`config.mk`:
```
export PLATFORM = sky130hd
export DESIGN_NAME = decode
export DESIGN_NICKNAME = d
export VERILOG_FILES = /design/src/cpu_pkg.sv /design/src/decode.sv /design/src/reg_file.sv
export SDC_FILE = /design/constraint.sdc
export NUM_CORES = 2
export LEC_CHECK = 0
export BUFFER_PORTS_ARGS = -buffer_cell sky130_fd_sc_hd__buf_2
export CORE_MARGIN = 2
export CORE_UTILIZATION = 45
export CTS_CLUSTER_SIZE = 16
export DETAILED_ROUTE_END_ITERATION = 6
export GPL_ROUTABILITY_DRIVEN = 0
export PLACE_DENSITY_LB_ADDON = 0.2
export SLEW_MARGIN = 20
export SYNTH_ARGS = -nofsm -noshare
export SYNTH_HDL_FRONTEND = slang
export SYNTH_SLANG_ARGS = --single-unit
```
`constraint.sdc`:
```
create_clock -name clk -period 7.4 [get_ports clk]
set_clock_uncertainty 0.05 [all_clocks]
set_input_delay 0.37 -clock clk [delete_from_list [all_inputs] [get_ports clk]]
set_output_delay 0.37 -clock clk [all_outputs]
set_load 0.01 [all_outputs]
```
`src/cpu_pkg.sv`:
```
package cpu_pkg;

    // opcodes, bits 2..0
    localparam logic [2:0] op_r     = 3'b000;
    localparam logic [2:0] op_float = 3'b010;
    localparam logic [2:0] op_fmv   = 3'b011;
    localparam logic [2:0] op_imm   = 3'b100;
    localparam logic [2:0] op_mem   = 3'b101;
    localparam logic [2:0] op_sb    = 3'b110;
    localparam logic [2:0] op_jmp   = 3'b111;

    // alu function codes, bits 5..3
    localparam logic [2:0] fn_add  = 3'b000; // sub with alt bit
    localparam logic [2:0] fn_and  = 3'b001;
    localparam logic [2:0] fn_or   = 3'b010;
    localparam logic [2:0] fn_xor  = 3'b011;
    localparam logic [2:0] fn_sll  = 3'b100;
    localparam logic [2:0] fn_srl  = 3'b101;
    localparam logic [2:0] fn_slt  = 3'b110;
    localparam logic [2:0] fn_sltu = 3'b111;

    // function codes under op_mem
    localparam logic [2:0] mem_load = 3'b000;
    localparam logic [2:0] mem_lui  = 3'b010;

    // branch conditions under op_sb, 11x are stores
    localparam logic [2:0] br_eq  = 3'b000;
    localparam logic [2:0] br_ne  = 3'b001;
    localparam logic [2:0] br_lt  = 3'b010;
    localparam logic [2:0] br_ge  = 3'b011;
    localparam logic [2:0] br_ltu = 3'b100;
    localparam logic [2:0] br_geu = 3'b101;

    typedef union packed {
        struct packed {
            logic [4:0] rs1;
            logic [4:0] rd;
            logic [9:0] gap;
            logic       alt;    // sub instead of add
            logic [4:0] rs2;
            logic [2:0] funct;
            logic [2:0] opcode;
        } r_view;
        struct packed {
            logic [4:0]  rs1;
            logic [4:0]  rd;
            logic [15:0] imm16;
            logic [2:0]  funct;
            logic [2:0]  opcode;
        } i_view;
        struct packed {
            logic [4:0]  rs1;
            logic [15:0] imm16; // bits 26..11
            logic [4:0]  rs2;
            logic [2:0]  funct;
            logic [2:0]  opcode;
        } sb_view;
        struct packed {
            logic        spare;
            logic [24:0] target25; // word address of jump
            logic [2:0]  funct;
            logic [2:0]  opcode;
        } j_view;
    } inst_word_t;

    typedef struct packed {
        logic       valid;
        logic       fp;     // float register file
        logic [4:0] idx;
    } reg_id_t;

    typedef struct packed {
        logic       alt;
        logic [2:0] op;
        logic [2:0] funct;
    } alu_ctl_t;

    typedef struct packed {
        logic [31:0] op1;
        logic [31:0] op2;
        reg_id_t     rs1;
        reg_id_t     rs2;
        reg_id_t     rd;
        logic [31:0] imm;
        alu_ctl_t    aluctl;
        logic        mre;
        logic        mwe;
        logic [24:0] daddr;
        logic [31:0] store_data;
        logic        alu;   // result can be forwarded
    } dec_out_t;

    typedef struct packed {
        reg_id_t     rd;
        logic [31:0] res;
        logic        mre;
        logic        mwe;
        logic [24:0] daddr;
        logic [31:0] store_data;
    } ex_out_t;

    typedef struct packed {
        reg_id_t     rd;
        logic [31:0] res;
        logic [31:0] memdata;
        logic        mre;
    } wb_t;

endpackage
```
`src/decode.sv`:
```
`timescale 1ns/100ps

module decode #(
    parameter logic [26:0] reset_pc = '0
) (
    input  logic                  clk,
    input  logic                  rst,
    input  logic                  run,
    input  cpu_pkg::inst_word_t   inst,
    output logic [26:0]           imem_addr,
    input  logic [31:0]           alu_fwd,
    input  cpu_pkg::wb_t          wb,
    output cpu_pkg::dec_out_t     dec
);
    logic [26:0]       pc;
    logic [26:0]       npc;
    logic [26:0]       baddr;
    logic [26:0]       jaddr;
    logic [2:0]        op;
    logic [2:0]        funct;
    logic              rs2_valid;
    logic              fromfreg;
    logic              tofreg;
    cpu_pkg::reg_id_t  rs1;
    cpu_pkg::reg_id_t  rs2;
    cpu_pkg::reg_id_t  rd;
    logic [31:0]       imm_il;
    logic [31:0]       imm_sb;
    logic [31:0]       int_rd1, int_rd2;
    logic [31:0]       flt_rd1, flt_rd2;
    logic [31:0]       src1, src2;
    logic [31:0]       op2;
    logic [31:0]       ea;
    cpu_pkg::wb_t      wb_rf;
    logic              branch;
    logic              jmp;
    logic              less, uless;
    logic              match;

    assign imem_addr = pc;

    assign op    = inst.r_view.opcode;
    assign funct = inst.r_view.funct;

    assign rs2_valid = !op[1] || op == cpu_pkg::op_sb;
    // funct[2] clear moves float to int, set moves int to float
    assign fromfreg  = op == cpu_pkg::op_float || (op == cpu_pkg::op_fmv && !funct[2]);
    assign tofreg    = op == cpu_pkg::op_float || (op == cpu_pkg::op_fmv && funct[2]);

    assign rs1 = '{valid: 1'b1, fp: fromfreg, idx: inst.r_view.rs1};
    assign rs2 = '{valid: rs2_valid, fp: fromfreg, idx: inst.sb_view.rs2};
    assign rd  = '{valid: op[2:1] != 2'b11 && op != cpu_pkg::op_float, // no branch, jump, fpu
                   fp: tofreg, idx: inst.r_view.rd};

    assign imm_il = {{16{inst.i_view.imm16[15]}}, inst.i_view.imm16};
    assign imm_sb = {{16{inst.sb_view.imm16[15]}}, inst.sb_view.imm16};

    // load data folded into the write value
    always_comb begin
        wb_rf = wb;
        if (wb.mre) begin
            wb_rf.res = wb.memdata;
        end
    end

    reg_file #(.hard_zero(1'b1)) int_regs (
        .clk (clk),
        .rst (rst),
        .ra1 ({rs1.fp, rs1.idx}),
        .ra2 ({rs2.fp, rs2.idx}),
        .rd1 (int_rd1),
        .rd2 (int_rd2),
        .wb  (wb_rf),
        .we  (run)
    );

    reg_file #(.hard_zero(1'b0)) float_regs (
        .clk (clk),
        .rst (rst),
        .ra1 ({rs1.fp, rs1.idx}),
        .ra2 ({rs2.fp, rs2.idx}),
        .rd1 (flt_rd1),
        .rd2 (flt_rd2),
        .wb  (wb_rf),
        .we  (run)
    );

    function automatic logic fwd_hit(input cpu_pkg::reg_id_t src,
                                     input cpu_pkg::dec_out_t stage2);
        return src.valid && src == stage2.rd && (src.fp || src.idx != 5'd0) && stage2.alu;
    endfunction

    assign src1 = fwd_hit(rs1, dec) ? alu_fwd : (int_rd1 | flt_rd1);
    assign src2 = fwd_hit(rs2, dec) ? alu_fwd : (int_rd2 | flt_rd2);

    always_comb begin
        case (op)
            cpu_pkg::op_imm,
            cpu_pkg::op_mem,
            cpu_pkg::op_jmp: op2 = imm_il;
            default:         op2 = src2;
        endcase
    end

    assign branch = op == cpu_pkg::op_sb && !(&funct[2:1]); // 11x is a store
    assign jmp    = op == cpu_pkg::op_jmp;

    assign less  = $signed(src1) < $signed(src2);
    assign uless = src1 < src2;

    always_comb begin
        case (funct)
            cpu_pkg::br_eq:  match = src1 == src2;
            cpu_pkg::br_ne:  match = src1 != src2;
            cpu_pkg::br_lt:  match = less;
            cpu_pkg::br_ge:  match = !less;
            cpu_pkg::br_ltu: match = uless;
            cpu_pkg::br_geu: match = !uless;
            default:         match = 1'b0;
        endcase
    end

    assign baddr = pc + imm_sb[26:0];
    assign jaddr = {inst.j_view.target25, 2'b00};

    always_comb begin
        if (branch && match) begin
            npc = baddr;
        end else if (jmp) begin
            npc = jaddr;
        end else begin
            npc = pc + 27'd4;
        end
    end

    assign ea = src1 + (op == cpu_pkg::op_sb ? imm_sb : imm_il);

    always_ff @(posedge clk) begin
        if (rst) begin
            pc      <= reset_pc;
            dec     <= '0;
            dec.alu <= 1'b1;
        end else if (run) begin
            pc             <= npc;
            dec.op1        <= src1;
            dec.op2        <= op2;
            dec.rs1        <= rs1;
            dec.rs2        <= rs2;
            dec.rd         <= rd;
            dec.imm        <= op == cpu_pkg::op_sb ? imm_sb : imm_il;
            dec.aluctl     <= '{alt: inst.r_view.alt, op: op, funct: funct};
            dec.mre        <= op == cpu_pkg::op_mem && funct == cpu_pkg::mem_load;
            dec.mwe        <= op == cpu_pkg::op_sb && funct[2:1] == 2'b11;
            dec.daddr      <= ea[24:0];
            dec.store_data <= src2;
            dec.alu        <= !op[2] || op == cpu_pkg::op_imm // r type, moves, imm
                              || (op == cpu_pkg::op_mem && funct == cpu_pkg::mem_lui);
        end
    end

endmodule

```
`src/reg_file.sv`:
```
`timescale 1ns/100ps

module reg_file #(
    parameter bit hard_zero = 1'b1
) (
    input  logic           clk,
    input  logic           rst,
    input  logic [5:0]     ra1,
    input  logic [5:0]     ra2,
    output logic [31:0]    rd1,
    output logic [31:0]    rd2,
    input  cpu_pkg::wb_t   wb,
    input  logic           we
);
    localparam bit is_float = !hard_zero; // role of this file

    logic [31:0] regs [32];
    logic        wr_en;

    assign wr_en = we && wb.rd.valid && (wb.rd.fp == is_float);

    always_ff @(posedge clk) begin
        if (rst) begin
            for (int i = 0; i < 32; i++) begin
                regs[i] <= '0;
            end
        end else if (wr_en) begin
            regs[wb.rd.idx] <= wb.res;
        end
    end

    // the file not addressed returns zero so decode can or both files
    function automatic logic [31:0] read_port(input logic [5:0] ra);
        logic [31:0] data;
        if (ra[5] != is_float) begin
            data = '0;
        end else if (hard_zero && ra[4:0] == 5'd0) begin
            data = '0;
        end else if (wr_en && wb.rd.idx == ra[4:0]) begin
            data = wb.res; // write-through
        end else begin
            data = regs[ra[4:0]];
        end
        return data;
    endfunction

    always_comb begin
        rd1 = read_port(ra1);
        rd2 = read_port(ra2);
    end

endmodule

```
==> impl_results.md <==
* Peak supply drop at between 200 and 300 µV
* Die Span Y at 515 µm
* Final count of hold timing violations at 0
* Psw at about 8800 µW
* Initial Utilization at 45.2%
* Combinational Power Share at ~16%
* PD cells at ~240 nW/µm²
* Min Tclk post-route at approximately 7.3 ns
* Placed wire-length estimate at 287 mm
* Mapped Nets at around 8600
* Die Wd at roughly 510 µm
* Number of flops mapped to enable cells by yosys at slightly above 2000
* Family with the most delay on the worst path: compound AO/OA/AOI/OAI gates
* DRT Pass-1 Iters at 7
* Dpl cells at between 10000 and 15000
* Worst Setup SP: inst[29]
* Hold path start: wb[39]
* Synth Instances at about 8300
* Fmax achieved at 137 MHz
* Sequential share of power at a little under half
* Total of max-cap violations at 0
* Setup bufs post-CTS at 0
* Max clock buf depth at 3
* Worst Path Buf+Inv at 5
* Seq cells post-synth at approximately 2200
* Number of library cell types mapped by synthesis at 66
* Drt total wl at ~480 mm
* Non-filler instance count after layout at 12200
* Syn. warnings at 0
* Wire per inst at approximately 40 µm
* Most frequent CP cell: a211oi_1
* Port bufs at roughly 350
* Status: finished, final reports clean
* Req. time, crit path at between 8 and 9 ns
* Final period util at between 90% and 100%
* Placeable Area at ~260000 µm²
* Via count at around 85000
* GRT Overall Usage at a little over a third
* Clock sink count at between 2000 and 2500
* Ys async rst share at 0%
* Clock transition at the registers of the reported paths at roughly 0.060 ns
* I/O pin count at 350
* Seq/Total Area, Yosys at between 50% and 60%
* Commonest cells after routing, fill and taps aside: nor2_1 (2261), edfxtp_1 (2048), mux4_2 (1249), buf_4 (396), buf_2 (336)
* CTS H-tree lvls at 4
* Worst-path cell chain: dlygate4sd3_1, buf_8, buf_12, nor2b_1, a211oi_1, a211oi_1, a211oi_1, a211oi_1, a21oi_1, o21ai_0, ha_1, a21oi_1, a21oi_1, nor3_1, buf_4, or3b_2, nand3_1, mux2_2, or2_2, buf_12, a211o_1, a311oi_1
* Clock share of power at between 30% and 40%
* Fin nets at a little under 9000
* Primary FF master, synth: edfxtp_1
* Worst r2r src: int_regs.regs[3][7]
* Class of the worst hold path: in -> reg
* Initial antenna violation count at 28
* CP Class: in -> reg
* P_leak at 0.0468 µW
* Global-route wire length before repair at approximately 660 mm
* Starting DRC count in detailed routing at ~15000
* Fill cells at between 20000 and 25000
* Worst-margin pin slew at between 1 and 1.5 ns
* Total global routing overflow at 0
* Pint at about 23000 µW
* Layout cell share with drive strength beyond 1 at between 30% and 40%
* Largest net degree at the start of global routing at 76
* Number of buffers created by CTS at 230
* Post-Syn Area at ~120000 µm²
* CP max-delay cell: a21oi_1
* Finish-stage setup viols at 0
* Vias/cell at approximately 7.0
* Overall die area at between 200000 and 300000 µm²
* CTS tree: done
* Sw frac at between 20% and 30%
* Rel. slew slack at 19.7%
* Commonest non-fill, non-tap cell in the layout: nor2_1
* Crit Path Max Fanout at 56
* CP max stage delay at around 0.93 ns
* Area grow syn2layout at 13.3%
* CP endpoint kind: flip-flop
* Critical path data arrival time at 8.00 ns
* Avg Inst Size Synth at about 14 µm²
* Post-route setup TNS at 0 ns
* Worst setup SP type: input pin
* Post-route DRC at 0
* Vias in the first global route at about 82000
* Root Driver: clkbuf_16
* Max-slew violations at 0
* FP Rows at 187
* Routed Antenna Nets at 0
* Clk_lat worst skew at between 0.9 and 1 ns
* RSZ-0062 raised after global routing: false
[final cells by class]
type                    instances  area (µm²)  share of cell area, %
diodes                         15        37.5                 0.0282
clock buffers                 283        6090                   4.58
clock inverters               148        1430                   1.07
inverters                      39         149                  0.112
multi-input cells            5166       48900                   36.8
flip-flops and latches       2242       65400                   49.2
well taps                    3402        4260                   3.20
repair buffers                867        6680                   5.02
[final timing paths]
kind	endpoint	cells after the start	slack (ns)
max	imem_addr[19]	22	0.12
min	float_regs.regs[27][6]	4	0.09
min reg2reg	dec[32]	2	0.40
max reg2reg	imem_addr[19]	20	0.48
[layer usage]
layer  track usage [%]  share of wire [%]
met1              44.8                 33
met5             0.712              0.093
met4              25.6                8.5
met2              54.2                 44
met3              11.2                 14
[power groups by stage]
stage               Sequential, µW  Combinational [µW]  Clock (µW)
CTS                          14900                5050       11900
global placement             15100                4980           0
global route                 15000                5330       12300
floorplan                    15000                2960           0
detailed placement           15200                5000           0
finish                       14900                5230       11900
[through the flow]
step | util [%] | setup slack (ns) | power (µW) | hold slack [ns] | cell area (µm²)
global placement | 48.1 | -0.240 | 20100 | 0.381 | 125000
detailed placement | 48.1 | -0.00142 | 20200 | 0.389 | 125000
floorplan | - | 1.37 | 18000 | 0.420 | 117000
global route | 51.2 | 0.257 | 32700 | 0.107 | 133000
CTS | 51.2 | 0.834 | 31800 | 0.0250 | 133000
finish | 51.2 | 0.119 | 32000 | 0.0910 | 133000
[tightest hold or removal path, delay by kind of cell]
family,cells,cell delay (ns)
buffers and inverters,2,0.35
muxes,1,0.08
and+or+nand+nor,1,0.14
[flip-flops by register name, summed over array words and instances, names as in the netlist]
register         count
float_regs.regs   1024
dec                167
imem_addr           27
int_regs.regs     1024
[kinds of logic after synthesis]
group                      synth area share (%)
AOI/OAI and AO/OA                          3.91
and+or+nand+nor                            9.64
adders and majority gates                 0.919
buffers and inverters                      3.33
xor gates and xnor gates                  0.612
muxes                                      25.9
DFF                                        55.7
[synthesized netlist by cell type, types with 12 or more instances]
master	instances	area share, %
a211o_1	42	0.31
a211oi_1	161	1.0
a21o_1	26	0.17
a21oi_1	128	0.55
a222oi_1	12	0.10
a311oi_1	17	0.13
a31oi_1	27	0.14
and3_1	15	0.080
buf_1	216	0.69
buf_2	121	0.52
buf_4	43	0.28
buf_6	13	0.12
clkbuf_1	498	1.6
dfxtp_1	194	3.3
edfxtp_1	2048	52
ha_1	83	0.89
inv_1	39	0.12
mux2_2	74	0.71
mux2i_1	137	1.2
mux4_2	1249	24
nand2_1	336	1.1
nand2b_1	13	0.069
nand3_1	47	0.20
nand4_1	19	0.10
nor2_1	2262	7.2
nor2b_1	84	0.45
nor3_1	33	0.14
o211ai_1	44	0.28
o21ai_0	148	0.63
xnor2_1	49	0.37
xor2_1	33	0.25
[repair_timing]
item                                   in CTS  in global routing
hold buffers                               60                  0
endpoints found under the hold margin     128                  0
setup endpoints to repair                   0                  0
gates resized for setup                     0                  0
(Power assumes the default switching activity.)
